**src/logic/discard_defines.svh**
```systemverilog
// widths, depths and saturation limits for the discard statistics block
// include wherever a width or a limit is needed
`ifndef DISCARD_DEFINES_SVH
`define DISCARD_DEFINES_SVH

// packet metadata fields
`define DISCARD_PORT_W      2
`define DISCARD_REASON_W    2
`define DISCARD_LEN_W       14

// counter widths, one entry per (port, reason)
`define STATS_PKT_W         16
`define STATS_BYTE_W        24
`define STATS_ADDR_W        (`DISCARD_PORT_W + `DISCARD_REASON_W)
`define STATS_ENTRIES       (1 << `STATS_ADDR_W)

// record FIFO holds 2**nbits records
`define DISCARD_FIFO_NBITS  3

// counters stick at all ones
`define STATS_PKT_MAX       16'hFFFF
`define STATS_BYTE_MAX      24'hFF_FFFF

`endif

```
**src/logic/meta_package.sv**
```systemverilog
// packet metadata types carried by the discard record
// fields come straight from the packet pipeline's drop report
`default_nettype none

`include "discard_defines.svh"

package meta_package;

	// ingress port number
	typedef logic [`DISCARD_PORT_W-1:0] port_id_t;

	// drop cause code
	typedef logic [`DISCARD_REASON_W-1:0] discard_reason_t;

	// packet length in bytes
	typedef logic [`DISCARD_LEN_W-1:0] pkt_len_t;

	// one discard record, 18 bits
	typedef struct packed {
		port_id_t        port;
		discard_reason_t reason;
		pkt_len_t        len;
	} discard_info_type;

endpackage

`default_nettype wire

```
**src/logic/stats_package.sv**
```systemverilog
// statistics memory types and the state enums of its clients
// entry index is {port, reason}
`default_nettype none

`include "discard_defines.svh"

package stats_package;

	typedef logic [`STATS_ADDR_W-1:0] stat_addr_t;
	typedef logic [`STATS_PKT_W-1:0]  pkt_cnt_t;
	typedef logic [`STATS_BYTE_W-1:0] byte_cnt_t;

	// one counter entry, 40 bits
	typedef struct packed {
		pkt_cnt_t  pkts;
		byte_cnt_t bytes;
	} stat_entry_t;

	// arbiter FSM, grant cycle is the read, WRITE is the write-back
	typedef enum logic {ARB_IDLE, ARB_WRITE} arb_state_t;

	// counter engine FSM
	typedef enum logic {CNT_IDLE, CNT_WAIT} cnt_state_t;

endpackage

`default_nettype wire

```
**src/logic/stats_mem_if.sv**
```systemverilog
// atomic read-modify-write access from one client to the stats arbiter
// one instance per client
`default_nettype none

interface stats_mem_if;

	// client side, held steady until gnt
	logic                     req;
	stats_package::stat_addr_t addr;
	logic                     clear;
	stats_package::pkt_cnt_t  pkt_inc;
	stats_package::byte_cnt_t byte_inc;

	// arbiter side
	// gnt: one-cycle pulse, RAM read in that cycle
	// done: next cycle, old_entry valid with it
	logic                       gnt;
	logic                       done;
	stats_package::stat_entry_t old_entry;

	modport client (
		output req, addr, clear, pkt_inc, byte_inc,
		input  gnt, done, old_entry
	);

	modport arbiter (
		input  req, addr, clear, pkt_inc, byte_inc,
		output gnt, done, old_entry
	);

endinterface

`default_nettype wire

```
**src/logic/discard_counter.sv**
```systemverilog
// counter engine, takes one record at a time from the FIFO head
// and adds one packet plus its length to the matching stats entry
`default_nettype none

module discard_counter (
	input  wire                            clk,
	input  wire                            reset,

	input  meta_package::discard_info_type head,
	input  wire                            empty,
	output logic                           pop,

	stats_mem_if.client                    mem
);

	stats_package::cnt_state_t state;
	logic                      req_q;
	stats_package::stat_addr_t addr_q;
	stats_package::byte_cnt_t  bytes_q;

	// take the head as soon as the engine is free
	assign pop = (state == stats_package::CNT_IDLE) && !empty;

	// increment only, never clears
	assign mem.req      = req_q;
	assign mem.addr     = addr_q;
	assign mem.clear    = 1'b0;
	assign mem.pkt_inc  = stats_package::pkt_cnt_t'(1);
	assign mem.byte_inc = bytes_q;

	// operands latched at pop, stable until the next pop
	always_ff @(posedge clk) begin
		if (pop) begin
			addr_q  <= {head.port, head.reason};
			bytes_q <= stats_package::byte_cnt_t'(head.len);
		end
	end

	always_ff @(posedge clk) begin
		if (reset) begin
			state <= stats_package::CNT_IDLE;
			req_q <= 1'b0;
		end else begin
			case (state)
				stats_package::CNT_IDLE: begin
					if (pop) begin
						req_q <= 1'b1;
						state <= stats_package::CNT_WAIT;
					end
				end
				stats_package::CNT_WAIT: begin
					// drop req on the grant pulse, leave on done
					if (mem.gnt)
						req_q <= 1'b0;
					if (mem.done)
						state <= stats_package::CNT_IDLE;
				end
				default: state <= stats_package::CNT_IDLE;
			endcase
		end
	end

endmodule

`default_nettype wire

```
**src/logic/discard_stats_top.sv**
```systemverilog
// discard statistics top level, record input and host read port
// upstream must not write while info_full is high
`default_nettype none

`include "discard_defines.svh"

module discard_stats_top (
	input  wire                              clk,
	input  wire                              reset,

	// discard records from the packet pipeline
	input  wire                              info_wr,
	input  meta_package::port_id_t           info_port,
	input  meta_package::discard_reason_t    info_reason,
	input  meta_package::pkt_len_t           info_len,
	output logic                             info_full,

	// host read
	input  wire                              rd_req,
	input  stats_package::stat_addr_t        rd_addr,
	input  wire                              rd_clear,
	output logic                             rd_valid,
	output stats_package::pkt_cnt_t          rd_pkts,
	output stats_package::byte_cnt_t         rd_bytes
);

	meta_package::discard_info_type info_din;
	meta_package::discard_info_type fifo_head;
	logic                           fifo_empty;
	logic                           fifo_pop;

	stats_mem_if cnt_if ();
	stats_mem_if host_if ();

	// pack the record fields
	assign info_din.port   = info_port;
	assign info_din.reason = info_reason;
	assign info_din.len    = info_len;

	// ========================================================================
	// record path
	// ========================================================================

	sfifo_discard_info #(
		.DEPTH_NBITS (`DISCARD_FIFO_NBITS)
	) u_fifo (
		.clk   (clk),
		.reset (reset),
		.din   (info_din),
		.wr    (info_wr),
		.rd    (fifo_pop),
		.dout  (fifo_head),
		.full  (info_full),
		.empty (fifo_empty),
		.count ()
	);

	discard_counter u_counter (
		.clk   (clk),
		.reset (reset),
		.head  (fifo_head),
		.empty (fifo_empty),
		.pop   (fifo_pop),
		.mem   (cnt_if)
	);

	// ========================================================================
	// host path and shared memory
	// ========================================================================

	stats_reader u_reader (
		.clk      (clk),
		.reset    (reset),
		.rd_req   (rd_req),
		.rd_addr  (rd_addr),
		.rd_clear (rd_clear),
		.rd_valid (rd_valid),
		.rd_pkts  (rd_pkts),
		.rd_bytes (rd_bytes),
		.mem      (host_if)
	);

	stats_mem_arbiter u_arbiter (
		.clk       (clk),
		.reset     (reset),
		.cnt_port  (cnt_if),
		.host_port (host_if)
	);

endmodule

`default_nettype wire

```
**src/logic/sfifo_discard_info.sv**
```systemverilog
// first-word-fall-through FIFO of discard records
// head record always sits on dout while empty is low, rd pops it
`default_nettype none

`include "discard_defines.svh"

module sfifo_discard_info #(
	parameter int DEPTH_NBITS = `DISCARD_FIFO_NBITS
) (
	input  wire                           clk,
	input  wire                           reset,

	input  meta_package::discard_info_type din,
	input  wire                           wr,
	input  wire                           rd,

	output meta_package::discard_info_type dout,
	output logic                          full,
	output logic                          empty,
	output logic [DEPTH_NBITS:0]          count
);

	localparam int DEPTH = 1 << DEPTH_NBITS;

	// ========================================================================
	// storage and pointers
	// ========================================================================

	meta_package::discard_info_type fifod [DEPTH];

	logic [DEPTH_NBITS-1:0] rptr, wptr;
	logic [DEPTH_NBITS-1:0] n_rptr;
	logic [DEPTH_NBITS:0]   n_count;
	logic                   do_wr, do_rd;

	// write while full is dropped, pop while empty ignored
	assign do_wr = wr & ~full;
	assign do_rd = rd & ~empty;

	assign n_rptr = rptr + DEPTH_NBITS'(do_rd);

	always_comb begin
		n_count = count;
		if (do_wr & ~do_rd)
			n_count = count + 1'b1;
		else if (do_rd & ~do_wr)
			n_count = count - 1'b1;
	end

	always_ff @(posedge clk) begin
		if (do_wr)
			fifod[wptr] <= din;
	end

	// ========================================================================
	// registered head stage
	// ========================================================================

	// next head is the new write when nothing else is left behind it
	always_ff @(posedge clk) begin
		if (do_wr && (wptr == n_rptr))
			dout <= din;
		else
			dout <= fifod[n_rptr];
	end

	// flags and count all registered
	always_ff @(posedge clk) begin
		if (reset) begin
			rptr  <= '0;
			wptr  <= '0;
			count <= '0;
			full  <= 1'b0;
			empty <= 1'b1;
		end else begin
			rptr  <= n_rptr;
			if (do_wr)
				wptr <= wptr + 1'b1;
			count <= n_count;
			full  <= (n_count == (DEPTH_NBITS+1)'(DEPTH));
			empty <= (n_count == '0);
		end
	end

endmodule

`default_nettype wire

```
**src/logic/stats_mem_arbiter.sv**
```systemverilog
// owns the stats RAM, grants the two clients in turn and runs
// each access as read in the grant cycle, write-back the next
`default_nettype none

`include "discard_defines.svh"

module stats_mem_arbiter (
	input  wire           clk,
	input  wire           reset,

	stats_mem_if.arbiter  cnt_port,
	stats_mem_if.arbiter  host_port
);

	stats_package::stat_entry_t ram [`STATS_ENTRIES];

	stats_package::arb_state_t  state;
	logic                       prio_host;
	logic                       sweep_busy;
	stats_package::stat_addr_t  sweep_addr;
	logic                       grant_cnt, grant_host, any_grant;
	stats_package::stat_addr_t  sel_addr;

	// operation latched at grant
	logic                       owner_host;
	stats_package::stat_addr_t  op_addr;
	logic                       op_clear;
	stats_package::pkt_cnt_t    op_pkt_inc;
	stats_package::byte_cnt_t   op_byte_inc;
	stats_package::stat_entry_t old_q, new_entry;
	logic [`STATS_PKT_W:0]      pkt_sum;
	logic [`STATS_BYTE_W:0]     byte_sum;

	// ========================================================================
	// grant, round robin, no grant during the sweep or a write-back
	// ========================================================================

	always_comb begin
		grant_cnt  = 1'b0;
		grant_host = 1'b0;
		if ((state == stats_package::ARB_IDLE) && !sweep_busy) begin
			if (host_port.req && (prio_host || !cnt_port.req))
				grant_host = 1'b1;
			else if (cnt_port.req)
				grant_cnt = 1'b1;
		end
	end

	assign any_grant = grant_cnt | grant_host;
	assign sel_addr  = grant_host ? host_port.addr : cnt_port.addr;

	assign cnt_port.gnt        = grant_cnt;
	assign host_port.gnt       = grant_host;
	assign cnt_port.done       = (state == stats_package::ARB_WRITE) && !owner_host;
	assign host_port.done      = (state == stats_package::ARB_WRITE) && owner_host;
	assign cnt_port.old_entry  = old_q;
	assign host_port.old_entry = old_q;

	// saturating add, each field sticks at all ones
	assign pkt_sum  = {1'b0, old_q.pkts} + {1'b0, op_pkt_inc};
	assign byte_sum = {1'b0, old_q.bytes} + {1'b0, op_byte_inc};

	always_comb begin
		new_entry.pkts  = pkt_sum[`STATS_PKT_W] ? `STATS_PKT_MAX : pkt_sum[`STATS_PKT_W-1:0];
		new_entry.bytes = byte_sum[`STATS_BYTE_W] ? `STATS_BYTE_MAX
		                                          : byte_sum[`STATS_BYTE_W-1:0];
		if (op_clear)
			new_entry = '0;
	end

	// ========================================================================
	// RAM and operand registers
	// ========================================================================

	always_ff @(posedge clk) begin
		if (any_grant) begin
			old_q       <= ram[sel_addr];
			op_addr     <= sel_addr;
			owner_host  <= grant_host;
			op_clear    <= grant_host ? host_port.clear : cnt_port.clear;
			op_pkt_inc  <= grant_host ? host_port.pkt_inc : cnt_port.pkt_inc;
			op_byte_inc <= grant_host ? host_port.byte_inc : cnt_port.byte_inc;
		end
		if (sweep_busy)
			ram[sweep_addr] <= '0;
		else if (state == stats_package::ARB_WRITE)
			ram[op_addr] <= new_entry;
	end

	// control, sweep zeroes one entry per cycle after reset
	always_ff @(posedge clk) begin
		if (reset) begin
			state      <= stats_package::ARB_IDLE;
			prio_host  <= 1'b0;
			sweep_busy <= 1'b1;
			sweep_addr <= '0;
		end else begin
			if (sweep_busy) begin
				sweep_addr <= sweep_addr + 1'b1;
				if (sweep_addr == stats_package::stat_addr_t'(`STATS_ENTRIES - 1))
					sweep_busy <= 1'b0;
			end
			case (state)
				stats_package::ARB_IDLE: begin
					if (any_grant) begin
						state     <= stats_package::ARB_WRITE;
						// other client wins the next tie
						prio_host <= grant_cnt;
					end
				end
				default: state <= stats_package::ARB_IDLE;
			endcase
		end
	end

endmodule

`default_nettype wire

```
**src/logic/stats_reader.sv**
```systemverilog
// host read port, one outstanding read at a time
// a read is a zero increment, optionally clearing the entry
`default_nettype none

module stats_reader (
	input  wire                        clk,
	input  wire                        reset,

	input  wire                        rd_req,
	input  stats_package::stat_addr_t  rd_addr,
	input  wire                        rd_clear,

	output logic                       rd_valid,
	output stats_package::pkt_cnt_t    rd_pkts,
	output stats_package::byte_cnt_t   rd_bytes,

	stats_mem_if.client                mem
);

	logic                      pending;
	logic                      req_q;
	logic                      accept;
	stats_package::stat_addr_t addr_q;
	logic                      clear_q;

	// new strobes ignored while one is in flight
	assign accept = rd_req & ~pending;

	assign mem.req      = req_q;
	assign mem.addr     = addr_q;
	assign mem.clear    = clear_q;
	assign mem.pkt_inc  = '0;
	assign mem.byte_inc = '0;

	always_ff @(posedge clk) begin
		if (accept) begin
			addr_q  <= rd_addr;
			clear_q <= rd_clear;
		end
		// old_entry is the value before any clear
		if (mem.done) begin
			rd_pkts  <= mem.old_entry.pkts;
			rd_bytes <= mem.old_entry.bytes;
		end
	end

	always_ff @(posedge clk) begin
		if (reset) begin
			pending  <= 1'b0;
			req_q    <= 1'b0;
			rd_valid <= 1'b0;
		end else begin
			rd_valid <= mem.done;
			if (accept) begin
				pending <= 1'b1;
				req_q   <= 1'b1;
			end
			if (mem.gnt)
				req_q <= 1'b0;
			if (mem.done)
				pending <= 1'b0;
		end
	end

endmodule

`default_nettype wire

```
**config.mk**
```make
export PLATFORM = sky130hd
export DESIGN_NAME = discard_stats_top
export DESIGN_NICKNAME = d
export VERILOG_FILES = /design/src/logic/meta_package.sv /design/src/logic/stats_package.sv /design/src/logic/stats_mem_if.sv /design/src/logic/discard_counter.sv /design/src/logic/discard_stats_top.sv /design/src/logic/sfifo_discard_info.sv /design/src/logic/stats_mem_arbiter.sv /design/src/logic/stats_reader.sv
export VERILOG_INCLUDE_DIRS = /design/src /design/src/logic
export SDC_FILE = /design/constraint.sdc
export NUM_CORES = 1
export LEC_CHECK = 0
export ABC_AREA = 1
export BUFFER_PORTS_ARGS = -buffer_cell sky130_fd_sc_hd__buf_4
export CORE_ASPECT_RATIO = 0.75
export CORE_MARGIN = 2
export CORE_UTILIZATION = 55
export DETAILED_ROUTE_END_ITERATION = 8
export PLACE_DENSITY_LB_ADDON = 0.2
export REMOVE_ABC_BUFFERS = 1
export SYNTH_ARGS = -nofsm -noshare
export SYNTH_HDL_FRONTEND = slang
export SYNTH_SLANG_ARGS = --single-unit
```
**constraint.sdc**
```tcl
create_clock -name clk -period 8.04 [get_ports clk]
set_input_delay 1.608 -clock clk [delete_from_list [all_inputs] [get_ports clk]]
set_output_delay 1.608 -clock clk [all_outputs]
set_load 0.02 [all_outputs]
```
* Yosys cells after proc, flatten, opt, wreduce, memory -nomap -nowiden
Memory sizes are Yosys's and may differ from the RTL's. A register that Yosys moved wholly into a read port is not among the register bits.
Index checks and enable logic that the tools add are counted.
** Word-level totals
- Memories kept :: 2
- Bits of input ports :: 27
- Bits in latches :: 0
- Memory bits (writable) :: 784
- ROM bits :: 0
- Bits in registers :: 123
- Output and inout port bits :: 42
** Memories
- u_arbiter.ram :: words 16, bits a word 40, read ports 1, clocked after memory_dff 1, wr ports 1, line stats_mem_arbiter.sv:15 : stats_package::stat_entry_t ram [`STATS_ENTRIES];
- u_fifo.fifod :: words 8, bits a word 18, read ports 1, clocked after memory_dff 1, wr ports 1, line sfifo_discard_info.sv:29 : meta_package::discard_info_type fifod [DEPTH];
** Operators by class
- Div/mod/pow operators :: 0
- Multiply operators :: 0
- Add/sub/neg operators :: 7
- Shifts and indexed selects :: 0
- Bitwise logic cells :: 13
- Muxes and demuxes :: 31
- Equal/unequal tests :: 4
- Reductions and logical operators :: 17
- Order comparisons :: 0
** Operator list (count)
- $mux 40 :: 2
- $reduce_or 40->1 :: 1
- $add 24x14->25 :: 1
- $mux 24 :: 1
- $mux 1 :: 21
- $add 16x16->17 :: 1
- $mux 16 :: 1
- $mux 4 :: 4
- $add 4x1->4 const B :: 2
- $eq 4x4->1 const B :: 2
- $not 1->1 :: 7
- $reduce_or 2->1 :: 3
- $and 1x1->1 :: 5
- $logic_and 1x1->1 :: 5
- $logic_not 1->1 :: 4
- $logic_not 4->1 :: 1
- $pmux 1 s2 :: 2
- $reduce_and 2->1 :: 2
- $sub 4x1->4 const B :: 1
- $add 3x1->3 :: 1
- $add 3x1->3 const B :: 1
- $ne 2x1->1 const B :: 1
- $ne 2x2->1 const B :: 1
- $logic_or 1x1->1 :: 1
- $or 1x1->1 :: 1

* Logic depth before layout (Yosys ltp)
Gate-level depths: netlist of run 1.
- Word-level depth :: 7
- Depth in mapped cells :: 13
- Gate-level depth less buffers :: 13

* Cells and area by module
From an unflattened synthesis of run 1, not the netlist that was laid out.
** Second synthesis, totals
- Cells, all modules :: 4205
- Area, all modules :: 43488.0 µm²
** By module, submodules not included
- stats_mem_arbiter :: area an instance 34524.4 µm², cells an instance 3565, instances 1
- sfifo_discard_info :: area an instance 6341.1 µm², cells an instance 478, instances 1
- stats_reader :: area an instance 1774.2 µm², cells an instance 101, instances 1
- discard_counter :: area an instance 848.3 µm², cells an instance 61, instances 1

* Worst setup path before layout of run 1
Ideal clock, no wire load.
- Path kind :: reg-to-reg
- From :: reg u_arbiter.state
- To :: mem u_arbiter.ram[0][0] (netlist bit), enable pin
- Buffers on the path :: 0
- Data required time :: 7.603 ns
- Arrival time :: 2.808 ns
- Clock period less this slack :: 3.245 ns
- Path slack :: 4.795 ns
- Stages on the path, launching flop included :: 7
- Cell sequence :: dfxtp_1 inv_1 nor2_1 inv_1 o21ai_0 nand3_1 nor2_1
** Between the ends
- Cells in the longest elaborated chain, start to end :: 5
** RTL lines
- start, declared :: line stats_mem_arbiter.sv:17 : stats_package::arb_state_t state;
- start signal, assigned :: line stats_mem_arbiter.sv:93 : state <= stats_package::ARB_IDLE;
- start signal, assigned :: line stats_mem_arbiter.sv:106 : state <= stats_package::ARB_WRITE;
- start signal, assigned :: line stats_mem_arbiter.sv:111 : default: state <= stats_package::ARB_IDLE;
- $mux 1 * :: line stats_mem_arbiter.sv:86 : else if (state == stats_package::ARB_WRITE)
- $mux 1 * :: line stats_mem_arbiter.sv:84 : if (sweep_busy)
- $mux 1 (implied by the code) * :: line stats_mem_arbiter.sv:87 : ram[op_addr] <= new_entry;
- $reduce_or 40->1 (no source line)
- $mux 4 (no source line) or $mux 1 (tied branches)
- end, declared :: line stats_mem_arbiter.sv:15
Every way passes the cells marked *; elsewhere a longest branch is shown, timed or not.

* Worst setup path in the final report of run 1
- From :: reg u_arbiter.sweep_busy
- To :: reg u_arbiter.cnt_port.old_entry[24] (netlist name)
** Between the ends
- Cells in the longest elaborated chain, start to end :: 4
** RTL lines
- start, declared :: line stats_mem_arbiter.sv:19 : logic sweep_busy;
- start signal, assigned :: line stats_mem_arbiter.sv:95 : sweep_busy <= 1'b1;
- start signal, assigned :: line stats_mem_arbiter.sv:101 : sweep_busy <= 1'b0;
- $logic_not 1->1 * :: line stats_mem_arbiter.sv:41 : if ((state == stats_package::ARB_IDLE) && !sweep_busy) begin
- $logic_and 1x1->1 * :: line stats_mem_arbiter.sv:41
- $mux 1 :: line stats_mem_arbiter.sv:41
- $mux 4 or $or 1x1->1 (tied branches) :: line stats_mem_arbiter.sv:50, stats_mem_arbiter.sv:49
Marked as above.
A chain may end at the register's enable or synchronous reset.

==> impl_table.tex, run 1 <==
\begin{tabular}{lr}
\hline
Metric & Value \\
\hline
\multicolumn{2}{l}{\textbf{Clocking}} \\
Cell at the root of the clock tree & clkbuf\_16 \\
Num CTS Buffers & 90 \\
Post-cts resize count & 0 \\
Cts hold-fix bufs & 0 \\
Clock insertion delay at the later pin of the skew report & $\sim$0.65 ns \\
CTS max path bufs & 3 \\
TritonCTS clock tree & built \\
Clock sinks & about 940 \\
Postcts setup bufs & 0 \\
CTS HTree Levels & 3 \\
Reg clk slew, reported paths & about 0.060 ns \\
\multicolumn{2}{l}{\textbf{Global routing}} \\
Met1 demand-to-capacity share in global routing & 0.395 \\
Number of antenna violations at the first check in global routing & 2 \\
Met2 track utilization from global routing & 0.408 \\
GRT Total Usage & 0.268 \\
Wire length of the first global-routing pass & 150 mm \\
Global routing's busiest layer & met2 \\
Met3 global-route usage & 0.0580 \\
Largest net degree at the start of global routing & between 200 and 250 \\
Global-route congestion overflow total & 0 \\
Number of global-route vias before repair & roughly 24000 \\
\multicolumn{2}{l}{\textbf{Run}} \\
Max-cap violations & 0 \\
\multicolumn{2}{l}{\textbf{Min path}} \\
Hold-critical path depth & 2 \\
Launch point of the worst hold path & u\_arbiter.prio\_host \\
Type of the worst min-delay path & flop to flop \\
\multicolumn{2}{l}{\textbf{Timing}} \\
Highest Clock Rate & between 200 and 250 MHz \\
Number of pins exceeding their max-slew limit in the final report & 0 \\
Hold violation count in the final report & 0 \\
Final sum of negative setup slack & 0 ns \\
Slew at the pin with the worst max-slew slack & $\sim$1.3 ns \\
Share of the cycle needed by the critical path after routing & 0.533 \\
Post-Route Skew & between 0.02 and 0.025 ns \\
Max-slew headroom & 0.147 \\
Final worst path period need & about 4.3 ns \\
Final Setup Violations & 0 \\
Unrepaired setup endpoints after global routing & no \\
\multicolumn{2}{l}{\textbf{Place}} \\
Final HPWL from detailed placement & slightly above 50 mm \\
Final RePlAce weighted congestion & 0.880 \\
\# port buffers & 68 \\
\multicolumn{2}{l}{\textbf{Power and ir drop}} \\
Proportion of total power due to net switching & 0.331 \\
Peak supply drop & 0.302 mV \\
Sum of internal, switching and leakage power & $\sim$13 mW \\
Combinational fraction of design power & 0.266 \\
Leakage power & approximately 19 nW \\
P\_int & just under 9 mW \\
Part of the total power dissipated in sequential elements & 0.424 \\
Proportion of power drawn by the clock network & 0.311 \\
Power density relative to cell area & around 300 nW/µm² \\
Switching pwr & roughly 4.4 mW \\
\multicolumn{2}{l}{\textbf{Route}} \\
Total vias in the final route & around 27000 \\
DR iter-0 viols & just under 3000 \\
Post-detailed-routing wire length & between 100 and 150 mm \\
Mean number of vias per cell & about 5.5 \\
First-pass detailed-route iteration total & 5 \\
Detail Route Antenna Nets & 0 \\
Drc violations & 0 \\
Average wire per standard cell & around 21 µm \\
\multicolumn{2}{l}{\textbf{Logic synthesis}} \\
Sequential-to-total area share from yosys stat & 0.690 \\
Number of library cell types mapped by synthesis & 36 \\
Yosys warnings & 0 \\
Syn Std Cell Area & $\sim$40000 µm² \\
Flops \& latches, synth & between 900 and 1000 \\
Count of flip-flops with a built-in enable after synthesis & around 910 \\
Average cell area after synthesis & between 10 and 15 µm² \\
FFs w/ async S/R, synth & 0 \\
Biggest area consumer among synthesized cells & edfxtp\_1 \\
Top cell type's share of synthesized area & 0.677 \\
Post-synth top flop & edfxtp\_1 \\
Post-synthesis cell count & 3790 \\
Leading cell types by total area after synthesis & edfxtp\_1, nand3\_1, nand2\_1 \\
\multicolumn{2}{l}{\textbf{Final layout}} \\
Antenna diode count & 0 \\
Fraction of layout instances using a drive strength above 1 & 0.0725 \\
Count of filler cells inserted in the layout & about 5700 \\
Number of nets in the finished design & 3881 \\
Area growth syn-to-layout & 11.0\% \\
\multicolumn{2}{l}{\textbf{Critical path}} \\
Type of element capturing the critical path & flop \\
Required time at the worst-slack endpoint & about 8.5 ns \\
Classification of the worst setup path & flop to flop \\
Crit path max fanout & 161 \\
FF-to-FF Start & u\_arbiter.sweep\_busy \\
Crit path launch & u\_arbiter.sweep\_busy \\
Length in cells of the worst reg-to-reg path & 11 \\
Arrival time at the worst endpoint & between 4 and 5 ns \\
Crit path launch type & flop \\
\multicolumn{2}{l}{\textbf{Floorplan}} \\
Number of cell rows & 85 \\
Initial core utilization & 0.559 \\
I/O pin count & 69 \\
Std-Cell Core Area & about 72000 µm² \\
Horizontal extent of the die & 317 µm \\
Die Span Y & around 240 µm \\
Die area & roughly 75000 µm² \\
\multicolumn{2}{l}{\textbf{Outcome}} \\
Result of the run & finished clean \\
\hline
\end{tabular}
critical path, stage by stage (launching register included):
cell and delay (ns):
dfxtp_1 0.39, nor2_4 0.25, nand3_4 0.41, nand2_2 0.15, buf_4 0.65, nand2_8 0.78
buf_12 0.55, nand2_1 0.15, nand3_1 0.09, nand3_1 0.14, nand3_1 0.10, nand2_1 0.22
state kept, by name, indices dropped and copies added, names as in the netlist, 14 cells and up, named ones only:
| signal | flops |
|---|---|
| u_reader.rd_bytes | 24 |
| u_counter.mem.byte_inc | 14 |
| u_fifo.fifod | 144 |
| u_arbiter.ram | 640 |
| u_arbiter.cnt_port.old_entry | 40 |
| u_reader.rd_pkts | 16 |
| u_arbiter.op_byte_inc | 14 |
stage by stage:
step	hold slack, ns	setup WS, ns	utilization	cells	area [µm²]
finish	0.455	3.75	0.620	4861	44700
global route	0.474	3.55	0.620	4861	44700
CTS	0.455	3.86	0.620	4861	44700
detailed placement	0.445	3.88	0.581	4696	41900
global placement	0.438	3.94	0.581	4696	41900
floorplan	0.429	1.55	-	3621	39500
path summary, 6_finish.rpt:
path | slack, ns | to
min reg2reg | 0.46 | u_arbiter.prio_host
max | 3.75 | u_arbiter.cnt_port.old_entry[24]
min | 0.46 | u_arbiter.prio_host
max reg2reg | 3.75 | u_arbiter.cnt_port.old_entry[24]
cells in the mapped netlist, drive strengths merged, types with 12 or more instances:
cell / n
o22ai: 19
a31oi: 22
o21ai: 99
nor2: 214
inv: 741
dfxtp: 27
buf: 98
nand3b: 42
a21oi: 38
nand3: 639
edfxtp: 908
ha: 22
nand2: 791
nor3: 14
xor2: 12
clkbuf: 71
logic make-up after synthesis:
| logic type | count (synthesis) | share of synthesized area |
|---|---|---|
| compound gates | 180 | 0.0239 |
| xor+xnor | 22 | 0.00478 |
| fa+ha+maj | 23 | 0.00733 |
| buf+inv | 913 | 0.0877 |
| flops | 935 | 0.690 |
| mux | 1 | 0.000248 |
| simple gates | 1716 | 0.186 |
routing by layer:
metal	up-vias	share of wire
met5	-	0.00012
met4	2	0.022
met3	179	0.10
met2	1241	0.45
met1	12700	0.43
li1	12500	-
power groups by stage:
stage               Clock [mW]  Sequential, mW  Combinational [mW]
floorplan                    0            5.78                2.48
global placement             0            5.74                3.46
detailed placement           0            5.75                3.50
CTS                       4.18            5.65                3.51
global route              4.37            5.66                3.90
finish                    4.14            5.65                3.54
placed cells by master (no fill, tap or decap), types with 2 or more instances in the layout:
master and n:
nor4_1 2, nand3_1 638, xnor2_1 10, or2_2 4, a21oi_1 38, nor3_1 14
nand2_4 3, inv_2 3, nand4_1 7, o22ai_1 19, o21ai_4 2, xor2_1 12
nor2_4 17, inv_1 737, a31oi_1 22, clkinv_2 11, o21ai_0 97, nor2_1 187
bufinv_16 8, clkinv_8 2, clkbuf_16 91, buf_4 116, dfxtp_1 26, nand2_8 2
nand2_1 784, nor2_2 10, buf_12 2, clkbuf_1 20, ha_1 22, nand3b_1 42
inv_6 2, nand2_2 2, clkinvlp_4 2, clkinv_1 30, edfxtp_1 908
area by class of cell:
type                            instances  area, µm²  area share
Sequential cell                       935      27800       0.622
Multi-Input combinational cell       1942       9180       0.205
Inverter                              744       2790      0.0625
Clock buffer                          111       2350      0.0526
Tap cell                              957       1200      0.0268
Timing Repair Buffer                  118        911      0.0204
Clock inverter                         54        493      0.0110
Note: power is estimated with default switching activity, not from simulation.
==> run 2: changes to the inputs <==
--- a/config.mk
+++ b/config.mk
@@ -6,7 +6,7 @@
 export SDC_FILE = /design/constraint.sdc
 export NUM_CORES = 1
 export LEC_CHECK = 0
-export ABC_AREA = 1
+export ABC_AREA = 0
 export BUFFER_PORTS_ARGS = -buffer_cell sky130_fd_sc_hd__buf_4
 export CORE_ASPECT_RATIO = 0.75
 export CORE_MARGIN = 2
==> constraint.sdc (replaced) <==
create_clock -name clk -period 4.1 [get_ports clk]
set_input_delay 0.82 -clock clk [delete_from_list [all_inputs] [get_ports clk]]
set_output_delay 0.82 -clock clk [all_outputs]
set_load 0.02 [all_outputs]
==> run 2 against run 1 <==
Clock skew rose by 0.0033 ns. Non-clock buffer count rose by 32. Area after synthesis fell by 9.8%. Critical path depth fell by 3. Flip-flop and latch count did not move. First-iteration DRC count fell by 30%. Routed wire length fell by 17%. Hold slack got worse by 0.079 ns. Clock-buffer cell count fell by 5. Final area fell by 7.2%. Cell count fell by 35%. Critical endpoint is now u_arbiter.ram[0][23]. Largest cell class unchanged.
==> impl_table.tex, run 2 <==
\begin{tabular}{lr}
\hline
Metric & Value \\
\hline
\multicolumn{2}{l}{\textbf{Outcome}} \\
Result of the run & finished clean \\
\multicolumn{2}{l}{\textbf{Global routing}} \\
Wire length of the first global-routing pass & 123 mm (-18\%) \\
GRT Total Usage & 0.250 (-0.0183) \\
Number of global-route vias before repair & 19400 (-21\%) \\
Global-route congestion overflow total & 0 (unchanged) \\
Largest net degree at the start of global routing & 63 (-69\%) \\
Number of antenna violations at the first check in global routing & 0 (-2) \\
\multicolumn{2}{l}{\textbf{Clocking}} \\
Clock insertion delay at the later pin of the skew report & 0.65 ns (about the same) \\
Reg clk slew, reported paths & 0.06 ns (about the same) \\
Postcts setup bufs & 0 (unchanged) \\
CTS HTree Levels & 3 (unchanged) \\
Cell at the root of the clock tree & clkbuf\_16 \\
Cts hold-fix bufs & 0 (unchanged) \\
Clock sinks & 935 (unchanged) \\
Post-cts resize count & 0 (unchanged) \\
CTS max path bufs & 3 (unchanged) \\
Num CTS Buffers & 88 (-2.2\%) \\
TritonCTS clock tree & built \\
\multicolumn{2}{l}{\textbf{Floorplan}} \\
Std-Cell Core Area & 65300 µm² (-9.5\%) \\
I/O pin count & 69 (unchanged) \\
Die area & 68100 µm² (-9.7\%) \\
Horizontal extent of the die & 301 µm (-5.0\%) \\
Die Span Y & 227 µm (-5.0\%) \\
Initial core utilization & 0.557 (-0.00211) \\
Number of cell rows & 81 (-4.7\%) \\
\multicolumn{2}{l}{\textbf{Logic synthesis}} \\
Number of library cell types mapped by synthesis & 59 (+64\%) \\
Post-synth top flop & edfxtp\_1 \\
Flops \& latches, synth & 935 (unchanged) \\
Count of flip-flops with a built-in enable after synthesis & 908 (unchanged) \\
Top cell type's share of synthesized area & 0.751 (+0.0737) \\
Biggest area consumer among synthesized cells & edfxtp\_1 \\
FFs w/ async S/R, synth & 0 (unchanged) \\
Cell with the most instances after synthesis & edfxtp\_1 \\
Average cell area after synthesis & 17.6 µm² (+66\%) \\
Post-synthesis cell count & 2062 (-46\%) \\
Yosys warnings & 0 (unchanged) \\
Sequential-to-total area share from yosys stat & 0.765 (+0.0752) \\
Commonest cells in the netlist & edfxtp\_1, mux2i\_1, o22ai\_1 \\
Leading cell types by total area after synthesis & edfxtp\_1, mux2i\_1, o22ai\_1 \\
Syn Std Cell Area & 36300 µm² (-9.8\%) \\
\multicolumn{2}{l}{\textbf{Timing}} \\
Max-slew headroom & 0.152 (+0.00465) \\
Number of pins exceeding their max-slew limit in the final report & 0 (unchanged) \\
Share of the cycle needed by the critical path after routing & 0.899 (+0.366) \\
Unrepaired setup endpoints after global routing & no \\
Final worst path period need & 3.69 ns (-0.600 ns) \\
Final Setup Violations & 0 (unchanged) \\
Hold violation count in the final report & 0 (unchanged) \\
Post-Route Skew & 0.0246 ns (+0.00331 ns) \\
Hold WS & 0.376 ns (-0.0793 ns) \\
Slew at the pin with the worst max-slew slack & 1.26 ns (-0.0153 ns) \\
Highest Clock Rate & 271 MHz (+16\%) \\
\multicolumn{2}{l}{\textbf{Route}} \\
Total vias in the final route & 19300 (-27\%) \\
First-pass detailed-route iteration total & 5 (unchanged) \\
Average wire per standard cell & 26.7 µm (+28\%) \\
Drc violations & 0 (unchanged) \\
DR iter-0 viols & 2034 (-30\%) \\
Post-detailed-routing wire length & 83.8 mm (-17\%) \\
Mean number of vias per cell & 6.15 (+12\%) \\
Detail Route Antenna Nets & 0 (unchanged) \\
\multicolumn{2}{l}{\textbf{Run}} \\
Max-cap violations & 0 (unchanged) \\
\multicolumn{2}{l}{\textbf{Final layout}} \\
Final instance count without filler cells & 3144 (-35\%) \\
Antenna diode count & 0 (unchanged) \\
Number of nets in the finished design & 2255 (-42\%) \\
Area growth syn-to-layout & 14.2\% \\
Most common cell after layout, fill and taps aside & edfxtp\_1 \\
Register containing the most flip-flops in the final layout & u\_arbiter.ram \\
Highest-count cells in the layout ignoring fill and taps & edfxtp\_1, mux2i\_1, o22ai\_1, buf\_4, nor2\_1 \\
Fraction of layout instances using a drive strength above 1 & 0.163 (+0.0907) \\
Flip-flop count of the largest register after layout & 640 (unchanged) \\
\multicolumn{2}{l}{\textbf{Critical path}} \\
FF-to-FF Start & u\_arbiter.cnt\_port.old\_entry[1] \\
Crit path launch & u\_arbiter.cnt\_port.old\_entry[1] \\
Crit path launch type & flop \\
Type of element capturing the critical path & flop \\
Crit path max fanout & 16 (-90\%) \\
Worst setup slack for register-to-register paths & 0.41 ns (-3.34 ns) \\
Classification of the worst setup path & flop to flop \\
Required time at the worst-slack endpoint & 4.35 ns (-4.16 ns) \\
Length in cells of the worst reg-to-reg path & 8 (-3) \\
Arrival time at the worst endpoint & 3.94 ns (-0.81 ns) \\
FF-to-FF End & u\_arbiter.ram[0][23] \\
\multicolumn{2}{l}{\textbf{Power and ir drop}} \\
P\_int & 17.2 mW (+93\%) \\
Leakage power & 15.3 nW (-19\%) \\
Part of the total power dissipated in sequential elements & 0.478 (+0.054) \\
Peak supply drop & 0.460 mV (+52\%) \\
Power density relative to cell area & 556 nW/µm² (+87\%) \\
Combinational fraction of design power & 0.162 (-0.104) \\
Proportion of power drawn by the clock network & 0.360 (+0.049) \\
Switching pwr & 5.86 mW (+33\%) \\
Proportion of total power due to net switching & 0.254 (-0.0773) \\
\multicolumn{2}{l}{\textbf{Min path}} \\
Hold path endpoint & u\_reader.mem.clear \\
Hold-critical path depth & 1 (-1) \\
Launch point of the worst hold path & rd\_clear \\
Type of the worst min-delay path & primary input to flop \\
\multicolumn{2}{l}{\textbf{Place}} \\
\# port buffers & 68 (unchanged) \\
Cell count after placement & 2986 (-36\%) \\
Final HPWL from detailed placement & 45.5 mm (-12\%) \\
Final RePlAce weighted congestion & 0.768 (-13\%) \\
\hline
\end{tabular}
==> run 2: cell types whose count changed in the layout (fill, tap and decap cells not counted), moves of 18 or more <==
| cell | before | now |
|---|---|---|
| inv_1 | 737 | 18 |
| o21ai_0 | 97 | 8 |
| nand2_1 | 784 | 70 |
| mux2_2 | 0 | 18 |
| o22ai_1 | 19 | 160 |
| mux4_2 | 0 | 36 |
| nor2_1 | 187 | 116 |
| mux2i_1 | 1 | 322 |
| nand3_1 | 638 | 11 |
| nand3b_1 | 42 | 1 |
==> run 2: power groups by stage <==
stage | logic (mW) | clock network, mW | registers, mW
after global placement | 3.67 | 0 | 11.2
after detailed placement | 3.73 | 0 | 11.2
after floorplan | 2.55 | 0 | 11.2
final | 3.75 | 8.31 | 11.0
after CTS | 3.75 | 8.44 | 11.0
after global routing | 3.97 | 8.81 | 11.1
==> run 2: cell type report <==
cell class	count	area, µm²
Clock inverter	52	649
Timing Repair Buffer	150	1360
Fill cell	4565	23800
Sequential cell	935	27800
Tap cell	871	1090
Clock buffer	106	2290
Inverter	18	67.6
Multi-Input combinational cell	1012	8230
==> run 2: per-layer routing <==
layer / GRT usage / vias to the layer above / wire (µm)
met5: 0 / - / 0
met4: 0.0599 / 0 / 1570
met3: 0.0446 / 130 / 6830
met2: 0.394 / 777 / 39400
met1: 0.367 / 9962 / 36000
li1: - / 8463 / -
==> run 2: metrics by stage <==
step | TNS, ns | instance area [µm²] | utilization | power, mW | setup slack [ns]
2_1_floorplan | -340.07 | 35800 | - | 13.8 | -9.06
3_3_place_gp | 0 | 38600 | 0.591 | 14.9 | 0.522
3_5_place_dp | 0 | 38600 | 0.591 | 15.0 | 0.480
4_1_cts | 0 | 41500 | 0.636 | 23.2 | 0.454
5_1_grt | 0 | 41500 | 0.636 | 23.8 | 0.145
6_report | 0 | 41500 | 0.636 | 23.1 | 0.414
==> run 2: how the worst max path moves through the flow <==
stage / end / cells after the start
floorplan: u_arbiter.op_addr[0] / 4
global placement: u_arbiter.ram[0][23] / 8
detailed placement: u_arbiter.ram[0][23] / 8
CTS: u_arbiter.ram[0][23] / 8
global route: u_arbiter.ram[0][23] / 8
finish: u_arbiter.ram[0][23] / 8
==> run 2: critical path, cell delays in order (launching register included) <==
cell,delay [ns]
edfxtp_1,0.45
ha_1,0.31
a21o_1,0.13
nand4_1,0.12
a21boi_0,0.58
nor2_1,0.13
o31ai_1,0.44
a21oi_1,0.13
nor3_1,1.01
==> run 2: logic make-up (layout without fill, tap and decap cells) <==
family / Yosys count / after routing / share of synthesized area
AOI/OAI and AO/OA: 279 / 279 / 0.0482
xor gates and xnor gates: 32 / 32 / 0.00771
and+or+nand+nor: 301 / 301 / 0.0381
adders and majority gates: 23 / 23 / 0.00813
muxes: 377 / 377 / 0.117
buffers and inverters: 115 / 326 / 0.0155
DFF: 935 / 935 / 0.765
